### config.mk
export PLATFORM = sky130hd
export DESIGN_NAME = wb_uart
export DESIGN_NICKNAME = d
export VERILOG_FILES = /design/src/common/wb_pkg.sv /design/src/common/uart_pkg.sv /design/src/design/wb_uart.sv /design/src/design/wb_uart_regs.sv /design/src/design/uart/uart_fifo.sv /design/src/design/uart/uart_core.sv
export SDC_FILE = /design/constraint.sdc
export NUM_CORES = 1
export LEC_CHECK = 0
export BUFFER_PORTS_ARGS = -buffer_cell sky130_fd_sc_hd__buf_2
export CAP_MARGIN = 10
export CELL_PAD_IN_SITES_DETAIL_PLACEMENT = 0
export CELL_PAD_IN_SITES_GLOBAL_PLACEMENT = 2
export CORE_UTILIZATION = 46
export DETAILED_ROUTE_END_ITERATION = 10
export GPL_ROUTABILITY_DRIVEN = 0
export PLACE_DENSITY_LB_ADDON = 0.05
export SLEW_MARGIN = 20
export SYNTH_ARGS = -nofsm -noshare
export SYNTH_HDL_FRONTEND = slang
export SYNTH_SLANG_ARGS = --single-unit
### constraint.sdc
create_clock -name clk -period 5.15 [get_ports clk]
set_input_delay 1.03 -clock clk [delete_from_list [all_inputs] [get_ports clk]]
set_output_delay 1.03 -clock clk [all_outputs]
set_load 0.01 [all_outputs]
### src/common/wb_pkg.sv
package wb_pkg;

    // classic Wishbone request as seen by the slave
    typedef struct packed {
        logic        cyc;
        logic        stb;
        logic        we;
        // byte address, bits 3:2 pick the register word
        logic [3:0]  adr;
        logic [31:0] dat;
        // byte lanes are accepted but every access is treated as a full word
        logic [3:0]  sel;
    } wb_req_t;

    typedef struct packed {
        logic        ack;
        logic [31:0] dat;
    } wb_rsp_t;

    // register word indices
    localparam logic [1:0] REG_DATA   = 2'd0;
    localparam logic [1:0] REG_STATUS = 2'd1;
    localparam logic [1:0] REG_CTRL   = 2'd2;

    // status word bit positions
    localparam int ST_RX_EMPTY  = 0;
    localparam int ST_TX_FULL   = 1;
    localparam int ST_TX_IDLE   = 2;
    localparam int ST_OVERRUN   = 3;
    localparam int ST_FRAME_ERR = 4;

    // control word bit positions
    localparam int CTRL_LOOPBACK = 0;

endpackage

### src/common/uart_pkg.sv
package uart_pkg;

    // system clock and serial line rate
    localparam int CLK_FREQ_HZ = 12_000_000;
    localparam int BAUD_RATE   = 1_500_000;

    // the core advances once its counter passes this value,
    // so one bit on the line lasts BIT_DIVIDER + 2 clocks
    localparam int BIT_DIVIDER = CLK_FREQ_HZ / BAUD_RATE;
    localparam int DIV_W       = $clog2(BIT_DIVIDER + 2);

    // transmitter frame and the idle preamble sent after reset
    localparam logic [3:0] TX_FRAME_BITS = 4'd10;
    localparam logic [3:0] TX_IDLE_BITS  = 4'd15;

    // receiver states; every state between first bit and stop takes one data sample
    localparam logic [3:0] RX_IDLE      = 4'd0;
    localparam logic [3:0] RX_START     = 4'd1;
    localparam logic [3:0] RX_FIRST_BIT = 4'd2;
    localparam logic [3:0] RX_STOP      = 4'd10;

    // both FIFOs share one depth
    localparam int FIFO_DEPTH = 8;
    localparam int FIFO_AW    = $clog2(FIFO_DEPTH);

    // one received character, frame_err lands in bit 8 of a DATA read
    typedef struct packed {
        logic       frame_err;
        logic [7:0] data;
    } rx_entry_t;

endpackage
### src/design/wb_uart.sv
`timescale 1ns/10ps

module wb_uart
    import uart_pkg::*;
    import wb_pkg::*;
(
    input  logic    clk,
    input  logic    reset_i,

    input  wb_req_t wb_req_i,
    output wb_rsp_t wb_rsp_o,

    input  logic    rx_i,
    output logic    tx_o
);

    // transmit FIFO side
    logic       tx_push;
    logic [7:0] tx_push_data;
    logic [7:0] tx_head;
    logic       tx_pop;
    logic       tx_empty;
    logic       tx_full;

    // receive FIFO side
    logic       rx_push;
    rx_entry_t  rx_push_data;
    rx_entry_t  rx_head;
    logic       rx_pop;
    logic       rx_empty;
    logic       rx_full;

    // core handshake and serial lines
    logic       core_wr;
    logic [7:0] core_tx_data;
    logic       core_rd;
    logic       core_busy;
    logic       core_rx_valid;
    rx_entry_t  core_rx_entry;
    logic       core_tx;
    logic       core_rx;
    logic       loopback;

    // in loopback the receiver listens to our own transmitter, the pin still shows it
    assign core_rx = loopback ? core_tx : rx_i;
    assign tx_o    = core_tx;

    uart_core core_i (
        .clk        (clk),
        .reset_i    (reset_i),
        .tx_o       (core_tx),
        .rx_i       (core_rx),
        .tx_wr_i    (core_wr),
        .tx_data_i  (core_tx_data),
        .rx_rd_i    (core_rd),
        .rx_entry_o (core_rx_entry),
        .busy_o     (core_busy),
        .rx_valid_o (core_rx_valid)
    );

    uart_fifo #(.payload_t(logic [7:0])) tx_fifo_i (
        .clk         (clk),
        .reset_i     (reset_i),
        .push_i      (tx_push),
        .push_data_i (tx_push_data),
        .pop_i       (tx_pop),
        .head_o      (tx_head),
        .empty_o     (tx_empty),
        .full_o      (tx_full)
    );

    uart_fifo #(.payload_t(rx_entry_t)) rx_fifo_i (
        .clk         (clk),
        .reset_i     (reset_i),
        .push_i      (rx_push),
        .push_data_i (rx_push_data),
        .pop_i       (rx_pop),
        .head_o      (rx_head),
        .empty_o     (rx_empty),
        .full_o      (rx_full)
    );

    wb_uart_regs regs_i (
        .clk             (clk),
        .reset_i         (reset_i),
        .wb_req_i        (wb_req_i),
        .wb_rsp_o        (wb_rsp_o),
        .tx_push_o       (tx_push),
        .tx_push_data_o  (tx_push_data),
        .tx_head_i       (tx_head),
        .tx_empty_i      (tx_empty),
        .tx_full_i       (tx_full),
        .tx_pop_o        (tx_pop),
        .core_busy_i     (core_busy),
        .core_wr_o       (core_wr),
        .core_tx_data_o  (core_tx_data),
        .core_rx_valid_i (core_rx_valid),
        .core_rx_entry_i (core_rx_entry),
        .core_rd_o       (core_rd),
        .rx_push_o       (rx_push),
        .rx_push_data_o  (rx_push_data),
        .rx_head_i       (rx_head),
        .rx_empty_i      (rx_empty),
        .rx_full_i       (rx_full),
        .rx_pop_o        (rx_pop),
        .loopback_o      (loopback)
    );

endmodule

### src/design/wb_uart_regs.sv
`timescale 1ns/10ps

module wb_uart_regs
    import uart_pkg::*;
    import wb_pkg::*;
(
    input  logic       clk,
    input  logic       reset_i,

    input  wb_req_t    wb_req_i,
    output wb_rsp_t    wb_rsp_o,

    output logic       tx_push_o,
    output logic [7:0] tx_push_data_o,
    input  logic [7:0] tx_head_i,
    input  logic       tx_empty_i,
    input  logic       tx_full_i,
    output logic       tx_pop_o,

    input  logic       core_busy_i,
    output logic       core_wr_o,
    output logic [7:0] core_tx_data_o,
    input  logic       core_rx_valid_i,
    input  rx_entry_t  core_rx_entry_i,
    output logic       core_rd_o,

    output logic       rx_push_o,
    output rx_entry_t  rx_push_data_o,
    input  rx_entry_t  rx_head_i,
    input  logic       rx_empty_i,
    input  logic       rx_full_i,
    output logic       rx_pop_o,

    output logic       loopback_o
);

    logic        ack;
    logic        wr_access;
    logic        rd_access;
    logic [1:0]  word_sel;
    logic [31:0] status_word;
    logic [31:0] rd_data;

    // control register and sticky error flags
    logic        loopback;
    logic        overrun;
    logic        frame_err_seen;

    // ack follows a fresh strobe by one cycle and never lasts two
    always_ff @(posedge clk) begin
        if (reset_i) begin
            ack <= 1'b0;
        end else begin
            ack <= wb_req_i.cyc && wb_req_i.stb && !ack;
        end
    end

    // every side effect is tied to the ack cycle
    assign word_sel  = wb_req_i.adr[3:2];
    assign wr_access = ack && wb_req_i.cyc && wb_req_i.stb && wb_req_i.we;
    assign rd_access = ack && wb_req_i.cyc && wb_req_i.stb && !wb_req_i.we;

    // a byte written to a full transmit FIFO is dropped
    assign tx_push_o      = wr_access && (word_sel == REG_DATA) && !tx_full_i;
    assign tx_push_data_o = wb_req_i.dat[7:0];

    // hand the head byte to the core as soon as the transmitter is free
    assign core_wr_o      = !tx_empty_i && !core_busy_i;
    assign tx_pop_o       = core_wr_o;
    assign core_tx_data_o = tx_head_i;

    // the core entry is always taken, it only reaches the FIFO if there is room
    assign core_rd_o      = core_rx_valid_i;
    assign rx_push_o      = core_rx_valid_i && !rx_full_i;
    assign rx_push_data_o = core_rx_entry_i;

    // a DATA read of an empty FIFO returns zero and leaves the pointers alone
    assign rx_pop_o = rd_access && (word_sel == REG_DATA) && !rx_empty_i;

    assign loopback_o = loopback;

    always_comb begin
        status_word               = '0;
        status_word[ST_RX_EMPTY]  = rx_empty_i;
        status_word[ST_TX_FULL]   = tx_full_i;
        // idle means nothing queued and nothing on the wire
        status_word[ST_TX_IDLE]   = tx_empty_i && !core_busy_i;
        status_word[ST_OVERRUN]   = overrun;
        status_word[ST_FRAME_ERR] = frame_err_seen;
    end

    always_comb begin
        case (word_sel)
            REG_DATA:   rd_data = rx_empty_i ? 32'd0 : {23'd0, rx_head_i};
            REG_STATUS: rd_data = status_word;
            REG_CTRL:   rd_data = {31'd0, loopback};
            default:    rd_data = 32'd0;
        endcase
    end

    assign wb_rsp_o.ack = ack;
    assign wb_rsp_o.dat = rd_data;

    always_ff @(posedge clk) begin
        if (reset_i) begin
            loopback <= 1'b0;
        end else if (wr_access && word_sel == REG_CTRL) begin
            loopback <= wb_req_i.dat[CTRL_LOOPBACK];
        end
    end

    // setting wins over a clear that lands in the same cycle
    always_ff @(posedge clk) begin
        if (reset_i) begin
            overrun        <= 1'b0;
            frame_err_seen <= 1'b0;
        end else begin
            if (wr_access && word_sel == REG_STATUS) begin
                if (wb_req_i.dat[ST_OVERRUN]) begin
                    overrun <= 1'b0;
                end
                if (wb_req_i.dat[ST_FRAME_ERR]) begin
                    frame_err_seen <= 1'b0;
                end
            end
            if (core_rx_valid_i && rx_full_i) begin
                overrun <= 1'b1;
            end
            // only entries that make it into the FIFO count as seen
            if (rx_push_o && core_rx_entry_i.frame_err) begin
                frame_err_seen <= 1'b1;
            end
        end
    end

endmodule

### src/design/uart/uart_fifo.sv
`timescale 1ns/10ps

module uart_fifo
    import uart_pkg::*;
#(
    parameter type payload_t = logic [7:0]
) (
    input  logic     clk,
    input  logic     reset_i,

    input  logic     push_i,
    input  payload_t push_data_i,
    input  logic     pop_i,
    output payload_t head_o,

    output logic     empty_o,
    output logic     full_o
);

    // storage, read through the read pointer without a register stage
    payload_t mem [FIFO_DEPTH];

    // pointers carry one wrap bit above the index
    logic [FIFO_AW:0] wr_ptr;
    logic [FIFO_AW:0] rd_ptr;

    // same index, the wrap bit tells full from empty
    logic same_index;

    assign same_index = wr_ptr[FIFO_AW-1:0] == rd_ptr[FIFO_AW-1:0];
    assign empty_o    = same_index && (wr_ptr[FIFO_AW] == rd_ptr[FIFO_AW]);
    assign full_o     = same_index && (wr_ptr[FIFO_AW] != rd_ptr[FIFO_AW]);

    // the head is the entry under the read pointer, valid only while not empty
    assign head_o = mem[rd_ptr[FIFO_AW-1:0]];

    // the caller never pushes when full or pops when empty
    always_ff @(posedge clk) begin
        if (push_i) begin
            mem[wr_ptr[FIFO_AW-1:0]] <= push_data_i;
        end
    end

    always_ff @(posedge clk) begin
        if (reset_i) begin
            wr_ptr <= '0;
        end else if (push_i) begin
            wr_ptr <= wr_ptr + 1'b1;
        end
    end

    always_ff @(posedge clk) begin
        if (reset_i) begin
            rd_ptr <= '0;
        end else if (pop_i) begin
            rd_ptr <= rd_ptr + 1'b1;
        end
    end

endmodule

### src/design/uart/uart_core.sv
`timescale 1ns/10ps

module uart_core
    import uart_pkg::*;
(
    input  logic       clk,
    input  logic       reset_i,

    output logic       tx_o,
    input  logic       rx_i,

    input  logic       tx_wr_i,
    input  logic [7:0] tx_data_i,
    input  logic       rx_rd_i,
    output rx_entry_t  rx_entry_o,

    output logic       busy_o,
    output logic       rx_valid_o
);

    // receiver state, bit timer and shift register
    logic [3:0]       rx_state;
    logic [DIV_W-1:0] rx_divcnt;
    logic [7:0]       rx_shift;
    rx_entry_t        rx_entry;
    logic             rx_valid;

    // transmitter pattern, remaining bit count and bit timer
    logic [9:0]       tx_pattern;
    logic [3:0]       tx_bitcnt;
    logic [DIV_W-1:0] tx_divcnt;
    logic             tx_preamble;

    assign rx_entry_o = rx_entry;
    assign rx_valid_o = rx_valid;
    assign tx_o       = tx_pattern[0];

    // busy covers the pending preamble as well as any frame being shifted out
    assign busy_o = (tx_bitcnt != 4'd0) || tx_preamble;

    always_ff @(posedge clk) begin
        if (reset_i) begin
            rx_state  <= RX_IDLE;
            rx_divcnt <= '0;
            rx_valid  <= 1'b0;
        end else begin
            // the consumer acknowledges the entry, a new stop sample below still wins
            if (rx_rd_i) begin
                rx_valid <= 1'b0;
            end
            case (rx_state)
                RX_IDLE: begin
                    // the timer starts from zero at the falling edge of the start bit
                    rx_divcnt <= '0;
                    if (!rx_i) begin
                        rx_state <= RX_START;
                    end
                end
                RX_START: begin
                    rx_divcnt <= rx_divcnt + 1'b1;
                    if (rx_divcnt > DIV_W'(BIT_DIVIDER / 2)) begin
                        rx_divcnt <= '0;
                        // a line that is high again at mid start bit was only a glitch
                        if (rx_i) begin
                            rx_state <= RX_IDLE;
                        end else begin
                            rx_state <= RX_FIRST_BIT;
                        end
                    end
                end
                RX_STOP: begin
                    rx_divcnt <= rx_divcnt + 1'b1;
                    if (rx_divcnt > DIV_W'(BIT_DIVIDER)) begin
                        // a low stop bit still delivers the byte, but flagged
                        rx_entry.data      <= rx_shift;
                        rx_entry.frame_err <= !rx_i;
                        rx_valid           <= 1'b1;
                        rx_divcnt          <= '0;
                        rx_state           <= RX_IDLE;
                    end
                end
                default: begin
                    rx_divcnt <= rx_divcnt + 1'b1;
                    if (rx_divcnt > DIV_W'(BIT_DIVIDER)) begin
                        // data arrives lsb first so shift in from the top
                        rx_shift  <= {rx_i, rx_shift[7:1]};
                        rx_divcnt <= '0;
                        rx_state  <= rx_state + 4'd1;
                    end
                end
            endcase
        end
    end

    always_ff @(posedge clk) begin
        if (reset_i) begin
            tx_pattern  <= '1;
            tx_bitcnt   <= 4'd0;
            tx_divcnt   <= '0;
            tx_preamble <= 1'b1;
        end else if (tx_preamble && tx_bitcnt == 4'd0) begin
            // hold the line idle for a while so the far end can resync
            tx_pattern  <= '1;
            tx_bitcnt   <= TX_IDLE_BITS;
            tx_divcnt   <= '0;
            tx_preamble <= 1'b0;
        end else if (tx_wr_i && tx_bitcnt == 4'd0) begin
            // stop bit, eight data bits, start bit in bit 0
            tx_pattern <= {1'b1, tx_data_i, 1'b0};
            tx_bitcnt  <= TX_FRAME_BITS;
            tx_divcnt  <= '0;
        end else if (tx_bitcnt != 4'd0) begin
            tx_divcnt <= tx_divcnt + 1'b1;
            if (tx_divcnt > DIV_W'(BIT_DIVIDER)) begin
                // ones shift in behind the frame so the line idles high afterwards
                tx_pattern <= {1'b1, tx_pattern[9:1]};
                tx_bitcnt  <= tx_bitcnt - 4'd1;
                tx_divcnt  <= '0;
            end
        end
    end

endmodule

==> results_dict.tcl, run 1 <==
set metrics [dict create \
    cts_tree "yes" \
    final_layout_size_suffix_gt1_frac 0.1848 \
    synth-adder-area-share 0.01869 \
    reg2reg_depth 5 \
    synth_edf_count 153 \
    grt_pass1_wl_um 27180 \
    dp_hpwl_um 11330 \
    r2r-end "core_i.tx_pattern[8]$_SDFFE_PP1P_" \
    holdBufCountCts 0 \
    finalHoldViolations 0 \
    synthMuxAreaShare 0.1145 \
    ir_drop_uv 220.5 \
    worstHoldStart "core_i.rx_shift[0]$_DFFE_PP_" \
    ys.flop_type "edfxtp_1" \
    async_flop_share 0 \
    setup_violations 0 \
    synth_top_family_by_area "multiplexers" \
    wl_per_cell_um 19.92 \
    syn_area_per_cell_um2 14.75 \
    rows 49 \
    synthTopCellsByArea "edfxtp_1, dfxtp_1, mux4_2" \
    yosys.area_share.simple 0.08081 \
    final_cell_mix "edfxtp_1, dfxtp_1, nor2_1" \
    via_count 4747 \
    required_ps 4120 \
    fill_cells 1532 \
    worst_slew_pin_slew_ps 1066 \
    synth_top_cell_by_area "edfxtp_1" \
    clock_sinks 206 \
    synth_compound_area_frac 0.07017 \
    root_buffer "clkbuf_16" \
    drv_slew 0 \
    status "complete, no violations" \
    synth_seq_cells 206 \
    holdPathEnd "core_i.rx_entry_o[0]$_DFFE_PP_" \
    multiInputGateArea_um2 2740 \
    max_slew_margin 0.2866 \
    vias_per_cell 5.507 \
    coreArea_um2 18270 \
    cap_viol_max_count 0 \
    synth_xor_area_frac 0.01812 \
    clock_skew_ps 12.30 \
    hold_path.class "reg2reg" \
    crit_buf_inv 1 \
    placement.io_buffers 26 \
    die_y_um 139.5 \
    path_clk_slew_ps 60 \
    critPathMaxFanout 18 \
    drcViolationCount 0 \
    synth_cells 590 \
    ff2ff_setup_slack_ps 2340 \
    critical_path.slowest_cell "dfxtp_1" \
    nNetsFinal 677 \
    path_delay_family "flip-flops" \
    seqCellArea_um2 5655 \
    antenna_found_initial 0 \
    yosysUniqueCellTypes 59 \
    finalPower_uw 3733 \
    cts_buffer_depth 3 \
    synth.top_cell.area_share 0.5280 \
    finalCritPeriodShare 0.7061 \
    fin_crit_ps 3637 \
    drtIter0Drc 238 \
    final_common_cell "edfxtp_1" \
    htreeDepth 1 \
    path_class "reg2out" \
    syn_area_um2 8702 \
    first_global_vias 4852 \
    power_density_nw_per_um2 386.9 \
    clock.fmax_mhz 275.0 \
    pin_count 80 \
    p_leak_uw 0.003250 \
    cts_made_buffers 22 \
    final.setup.tns_ps 0 \
    die_x_um 139.5 \
    diodes 0 \
    synthToLayoutAreaGrowth_pct 10.86 \
    synth_seq_area_share 0.6499 \
    antenna_left 0 \
    grt_overflow 0 \
    end_kind "output port" \
    rsz0062_at_grt "no" \
    grt_max_degree 28 \
    cp_data_arrival_time_ps 2610 \
    path_cells "mux4_2, mux2i_1, or2_2, a22oi_1, buf_2" \
    drt-total-wl_um 17170 \
    hold_depth 0 \
    post_cts_buffers 0 \
    cts-resized-gates 0 \
    grtUsageTotal 0.1835 \
    fp.dieArea_um2 19470 \
    clk_latency_ps 500 \
    cp-start-kind "flop" \
    cpPeakStageDelay_ps 1000 \
    ys_warn_count 0 \
    initial_core_util 0.4763 \
    dr.pass1.iters 4 \
]
per-stage QoR:
step / worst slack, ps / hold WS, ps / instances / instance area [um2] / util
after floorplan: 2140 / 400.3 / 612 / 8785 / -
after detailed placement: 1878 / 422.7 / 823 / 8952 / 0.4900
final: 1513 / 430.1 / 862 / 9647 / 0.5280
after CTS: 1446 / 434.0 / 862 / 9644 / 0.5279
after global placement: 1912 / 404.3 / 823 / 8952 / 0.4900
after global routing: 1361 / 454.7 / 862 / 9647 / 0.5280
kinds of logic after synthesis:
group | count (synthesis)
flops | 206
simple gates | 137
compound gates | 85
buf+inv | 74
mux | 56
xor+xnor | 18
fa+ha+maj | 13
other cells | 1
cell type report:
type,count,area share
flip-flops and latches,206,0.5863
well taps,229,0.02970
multi-input cells,332,0.2840
repair buffers,34,0.01971
clock inverters,8,0.008949
clock buffers,31,0.06278
inverters,22,0.008560
sequential cells by signal, summed over array words and instances, names as in the netlist, named ones only:
register               flops
core_i.tx_pattern          9
rx_fifo_i.rd_ptr           4
core_i.rx_valid_o          1
core_i.tx_bitcnt           4
core_i.tx_divcnt           4
core_i.rx_shift            8
regs_i.overrun             1
tx_fifo_i.wr_ptr           4
regs_i.loopback_o          1
core_i.rx_divcnt           4
regs_i.ack                 1
core_i.rx_entry_o          9
rx_fifo_i.mem             72
core_i.tx_preamble         1
tx_fifo_i.mem             64
core_i.rx_state            4
tx_fifo_i.rd_ptr           4
rx_fifo_i.wr_ptr           4
regs_i.frame_err_seen      1
synth_stat cells (9+ instances only):
library cell / n
edfxtp_1: 153
dfxtp_1: 53
nor2_1: 41
mux4_2: 34
buf_4: 24
inv_1: 22
nand2_1: 19
nor2b_1: 18
o21ai_0: 16
a21oi_1: 15
mux2i_1: 14
ha_1: 13
clkbuf_1: 12
nand3_1: 12
nor3_1: 12
buf_2: 11
a31oi_1: 10
a2111oi_0: 9
xnor2_1: 9
xor2_1: 9
routing by layer:
layer	share of wire	wire [um]	GRT usage
met1	0.49	8444	0.2825
met2	0.44	7537	0.2753
met3	0.055	945	0.02443
met4	0.014	246	0.04685
met5	0	0	0
worst max path at each step:
stage / start / to / slack [ps] / depth (start not counted)
finish: flop / wb_rsp_o[2] / 1510 / 5
global route: flop / wb_rsp_o[2] / 1360 / 5
CTS: flop / wb_rsp_o[2] / 1450 / 5
detailed placement: wb_req_i[38] / wb_rsp_o[0] / 1880 / 5
global placement: wb_req_i[38] / wb_rsp_o[0] / 1910 / 5
floorplan: wb_req_i[38] / wb_rsp_o[2] / 2140 / 5
power breakdown:
part,leakage [uW],switching [uW],total (uW),internal [uW]
clock network,0.000338,599,1520,916
logic,0.00111,230,366,137
registers,0.00180,44.0,1850,1810
total,0.00325,873,3730,2860
(Power assumes the default switching activity.)
==> run 2: changes to the inputs <==
--- a/config.mk
+++ b/config.mk
@@ -9,7 +9,7 @@
 export CAP_MARGIN = 10
 export CELL_PAD_IN_SITES_DETAIL_PLACEMENT = 0
 export CELL_PAD_IN_SITES_GLOBAL_PLACEMENT = 2
-export CORE_UTILIZATION = 46
+export CORE_UTILIZATION = 38
 export DETAILED_ROUTE_END_ITERATION = 10
 export GPL_ROUTABILITY_DRIVEN = 0
 export PLACE_DENSITY_LB_ADDON = 0.05
==> constraint.sdc (replaced) <==
create_clock -name clk -period 3.3 [get_ports clk]
set_input_delay 0.66 -clock clk [delete_from_list [all_inputs] [get_ports clk]]
set_output_delay 0.66 -clock clk [all_outputs]
set_load 0.01 [all_outputs]
==> results_dict.tcl, run 2 (same netlist as run 1, synthesis figures left out) <==
set metrics [dict create \
    clock_sinks 206 \
    nNetsFinal 700 \
    via_count 4836 \
    grtUsageTotal 0.1617 \
    cts_made_buffers 24 \
    grt_overflow 0 \
    hold_path.class "in2reg" \
    dr.pass1.iters 4 \
    final_layout_size_suffix_gt1_frac 0.2140 \
    pin_count 80 \
    drv_slew 0 \
    seqCellArea_um2 5655 \
    p_leak_uw 0.003386 \
    final_cell_mix "edfxtp_1, dfxtp_1, nor2_1" \
    clk_latency_ps 520 \
    cts_buffer_depth 3 \
    wl_per_cell_um 19.48 \
    use_met3 0.02552 \
    cap_viol_max_count 0 \
    path_clk_slew_ps 60 \
    post_cts_buffers 0 \
    p_clk_frac 0.419 \
    holdBufCountCts 0 \
    antenna_found_initial 1 \
    critPathMaxFanout 12 \
    ir_drop_uv 347.3 \
    htreeDepth 1 \
    grt_pass1_wl_um 28880 \
    path_class "reg2out" \
    p_int_uw 4537 \
    cp-start-kind "flop" \
    finalCritPeriodShare 0.9437 \
    multiInputGateArea_um2 2745 \
    fin_crit_ps 3114 \
    grt_max_degree 36 \
    coreArea_um2 22570 \
    final.setup.tns_ps 0 \
    met1_usage 0.2439 \
    rows 55 \
    seqPwrFrac 0.483 \
    max_slew_margin 0.4290 \
    setup_violations 0 \
    end_kind "output port" \
    drcViolationCount 0 \
    diodes 0 \
    antenna_left 0 \
    p_sw_uw 1444 \
    dp_hpwl_um 12370 \
    status "complete, no violations" \
    largest_reg_flops 72 \
    fp.dieArea_um2 23510 \
    grt_busiest_layer "met1" \
    placement.io_buffers 26 \
    met2_usage 0.2418 \
    final_common_cell "edfxtp_1" \
    fin_util 0.4404 \
    finalHoldViolations 0 \
    vias_per_cell 5.123 \
    synthToLayoutAreaGrowth_pct 14.23 \
    power_density_nw_per_um2 601.6 \
    required_ps 2640 \
    die_x_um 153.3 \
    rsz0062_at_grt "no" \
    initial_core_util 0.3855 \
    cp_data_arrival_time_ps 2450 \
    root_buffer "clkbuf_16" \
    die_y_um 153.3 \
    first_global_vias 4809 \
    fill_cells 2033 \
    drt-total-wl_um 18390 \
    worst_slew_pin_slew_ps 855.3 \
    power_frac_comb 0.098 \
    clock_skew_ps 15.66 \
    drtIter0Drc 294 \
    cts_tree "yes" \
    sw_frac_of_total 0.2415 \
    clock.fmax_mhz 321.1 \
]
## run 2: power by group through the flow
stage	clock network, uW	logic, uW	registers, uW
after floorplan	0	470	2920
after global placement	0	584	2940
after detailed placement	0	587	2940
after CTS	2580	591	2890
after global routing	2680	656	2900
final	2510	588	2890
## run 2: path summary, 6_finish.rpt
path	from	endpoint	slack, ps	cells after the start
max	core_i.tx_bitcnt[0]$_SDFFE_PP0P_	wb_rsp_o[2]	190	7
min	wb_req_i[42]	regs_i.ack$_SDFF_PP0_	390	3
max reg2reg	rx_fifo_i.wr_ptr[0]$_SDFFE_PP0P_	rx_fifo_i.mem[4][0]$_DFFE_PP_	910	5
min reg2reg	core_i.rx_shift[0]$_DFFE_PP_	core_i.rx_entry_o[0]$_DFFE_PP_	420	0
## run 2: timing repair
action | in CTS | in global routing
pin swaps | 0 | 1
endpoints found under the setup margin | 5 | 3
gates resized for setup | 1 | 0
## run 2: per-layer routing
layer / vias to the layer above / wire length, um
li1: 2316 / -
met1: 2395 / 9204
met2: 101 / 8095
met3: 24 / 693
met4: 0 / 392
met5: - / 0
## run 2: final cells by class
type / count / area share
sequential: 206 / 0.5689
multi-input combinational: 332 / 0.2761
clock buffer: 30 / 0.06268
tap: 285 / 0.03587
timing repair buffer: 55 / 0.03499
clock inverter: 14 / 0.01309
inverter: 22 / 0.008307
## run 2: metrics by stage
stage	hold slack, ps	cell area, um2	setup WS [ps]	cells	total power [uW]
6_report	391.8	9941	185.7	944	5981
5_1_grt	392.3	9941	30.61	944	6231
4_1_cts	370.5	9936	97.85	944	6059
3_5_place_dp	409.3	9171	400.4	900	3528
3_3_place_gp	402.8	9171	420.7	900	3520
2_1_floorplan	400.3	8785	946.0	612	3392
## run 2: worst max-delay path, stage by stage, from the launching register on
cell and delay [ps]:
dfxtp_1 330, inv_1 90, ha_1 250, or3b_2 610, nor2_1 260, nand3_1 110
a22oi_1 140, buf_2 150
==> run 3: changes to the inputs <==
--- a/config.mk
+++ b/config.mk
@@ -12,7 +12,7 @@
 export CORE_UTILIZATION = 38
 export DETAILED_ROUTE_END_ITERATION = 10
 export GPL_ROUTABILITY_DRIVEN = 0
-export PLACE_DENSITY_LB_ADDON = 0.05
+export PLACE_DENSITY_LB_ADDON = 0.1
 export SLEW_MARGIN = 20
 export SYNTH_ARGS = -nofsm -noshare
 export SYNTH_HDL_FRONTEND = slang
==> results_dict.tcl, run 3 (same netlist as run 1, synthesis figures left out) <==
set metrics [dict create \
    cpPeakStageDelay_ps 610 \
    nNetsFinal 707 \
    final_cell_mix "edfxtp_1, dfxtp_1, nor2_1" \
    design_area_um2 10020 \
    worst_slew_pin_slew_ps 807.1 \
    final_common_cell "edfxtp_1" \
    diodes 0 \
    path_clk_slew_ps 60 \
    end_kind "output port" \
    hold_depth 3 \
    die_y_um 153.3 \
    cap_viol_max_count 0 \
    antenna_found_initial 1 \
    final.setup.tns_ps 0 \
    p_leak_uw 0.003442 \
    crit_buf_inv 2 \
    grtUsageTotal 0.1594 \
    dp_hpwl_um 12020 \
    required_ps 2640 \
    clock_skew_ps 8.243 \
    grt_pass1_wl_um 28550 \
    seqCellArea_um2 5655 \
    synthToLayoutAreaGrowth_pct 15.14 \
    drt-total-wl_um 18170 \
    drv_slew 0 \
    worstHoldStart "wb_req_i[42]" \
    drcViolationCount 0 \
    rows 55 \
    clock_sinks 206 \
    clock.fmax_mhz 318.1 \
    via_count 4944 \
    coreArea_um2 22570 \
    placed_area_um2 9236 \
    cp-start-kind "flop" \
    setup_violations 0 \
    cts_buffer_depth 3 \
    largest_reg_flops 72 \
    die_x_um 153.3 \
    path_cells "inv_1, ha_1, or3b_2, nor2_1, nand3_1, a22oi_1, buf_2" \
    path_class "reg2out" \
    grt_overflow 0 \
    wl_per_cell_um 19.17 \
    finalCritPeriodShare 0.9526 \
    critical_path.slowest_cell "or3b_2" \
    power_density_nw_per_um2 608.8 \
    finalHoldViolations 0 \
    fp.dieArea_um2 23510 \
    r2r-end "core_i.tx_pattern[7]$_SDFFE_PP1P_" \
    ir_drop_uv 290.8 \
    fill_cells 2033 \
    drtIter0Drc 281 \
    dr.pass1.iters 6 \
    cts-resized-gates 0 \
    root_buffer "clkbuf_16" \
    cts_made_buffers 24 \
    hold_path.class "in2reg" \
    pin_count 80 \
    grt_max_degree 29 \
    post_cts_buffers 0 \
    htreeDepth 1 \
    status "complete, no violations" \
    reg2reg_depth 5 \
    multiInputGateArea_um2 2729 \
    final_layout_size_suffix_gt1_frac 0.2217 \
    initial_core_util 0.3855 \
    rsz0062_at_grt "no" \
    antenna_left 0 \
    first_global_vias 4988 \
    cts_tree "yes" \
    holdBufCountCts 0 \
    holdPathEnd "regs_i.ack$_SDFF_PP0_" \
    ff2ff_setup_slack_ps 890 \
    cp_data_arrival_time_ps 2480 \
    max_slew_margin 0.4480 \
    clk_latency_ps 510 \
    fin_crit_ps 3144 \
    vias_per_cell 5.215 \
    path_delay_family "simple AND/OR/NAND/NOR gates" \
    critPathMaxFanout 12 \
    whs_ps 402.1 \
    placement.io_buffers 26 \
]
-- run 3: per-stage QoR --
step	setup slack, ps	utilization	instances	total power (uW)
CTS	100.5	0.4439	948	6181
global placement	679.4	0.4092	907	3516
global route	18.06	0.4439	948	6353
finish	156.3	0.4439	948	6100
floorplan	946.0	-	612	3392
detailed placement	660.4	0.4092	907	3538
-- run 3: report_power, final --
group / switching (uW) / internal [uW] / total, uW / leakage, uW
clock: 983 / 1630 / 2620 / 0.000383
sequential: 65.9 / 2820 / 2890 / 0.00180
combinational: 374 / 222 / 596 / 0.00125
total: 1420 / 4680 / 6100 / 0.00344
-- run 3: cell type report --
type,instances,share of cell area
Tap cell,285,0.03559
Inverter,22,0.008242
Timing Repair Buffer,62,0.04121
Clock buffer,33,0.06643
Sequential cell,206,0.5644
Multi-Input combinational cell,332,0.2724
Clock inverter,8,0.01174
-- run 3: worst max-delay path by stage --
stage / start / end / slack [ps] / depth (start not counted)
after floorplan: wb_req_i[41] / tx_fifo_i.mem[0][0]$_DFFE_PP_ / 950 / 4
after global placement: core_i.tx_bitcnt[0]$_SDFFE_PP0P_ / wb_rsp_o[2] / 680 / 7
after detailed placement: core_i.tx_bitcnt[0]$_SDFFE_PP0P_ / wb_rsp_o[2] / 660 / 7
after CTS: core_i.tx_bitcnt[0]$_SDFFE_PP0P_ / wb_rsp_o[2] / 100 / 7
after global routing: core_i.tx_bitcnt[0]$_SDFFE_PP0P_ / wb_rsp_o[2] / 20 / 7
final: core_i.tx_bitcnt[0]$_SDFFE_PP0P_ / wb_rsp_o[2] / 160 / 7
-- run 3: routing by layer --
layer	vias up	track usage	wire length [um]
li1	2335	-	-
met5	-	0	0
met2	117	0.2522	8333
met3	26	0.02438	891
met1	2466	0.2295	8617
met4	0	0.04143	328
-- run 3: worst register-to-register path, delay by kind of cell, from the launching register on --
family / cells / cell delay, ps
multiplexers: 1 / 480
buffers and inverters: 1 / 220
AND/OR/NAND/NOR: 1 / 140
flip-flops: 1 / 550
AO/OA/AOI/OAI: 2 / 870
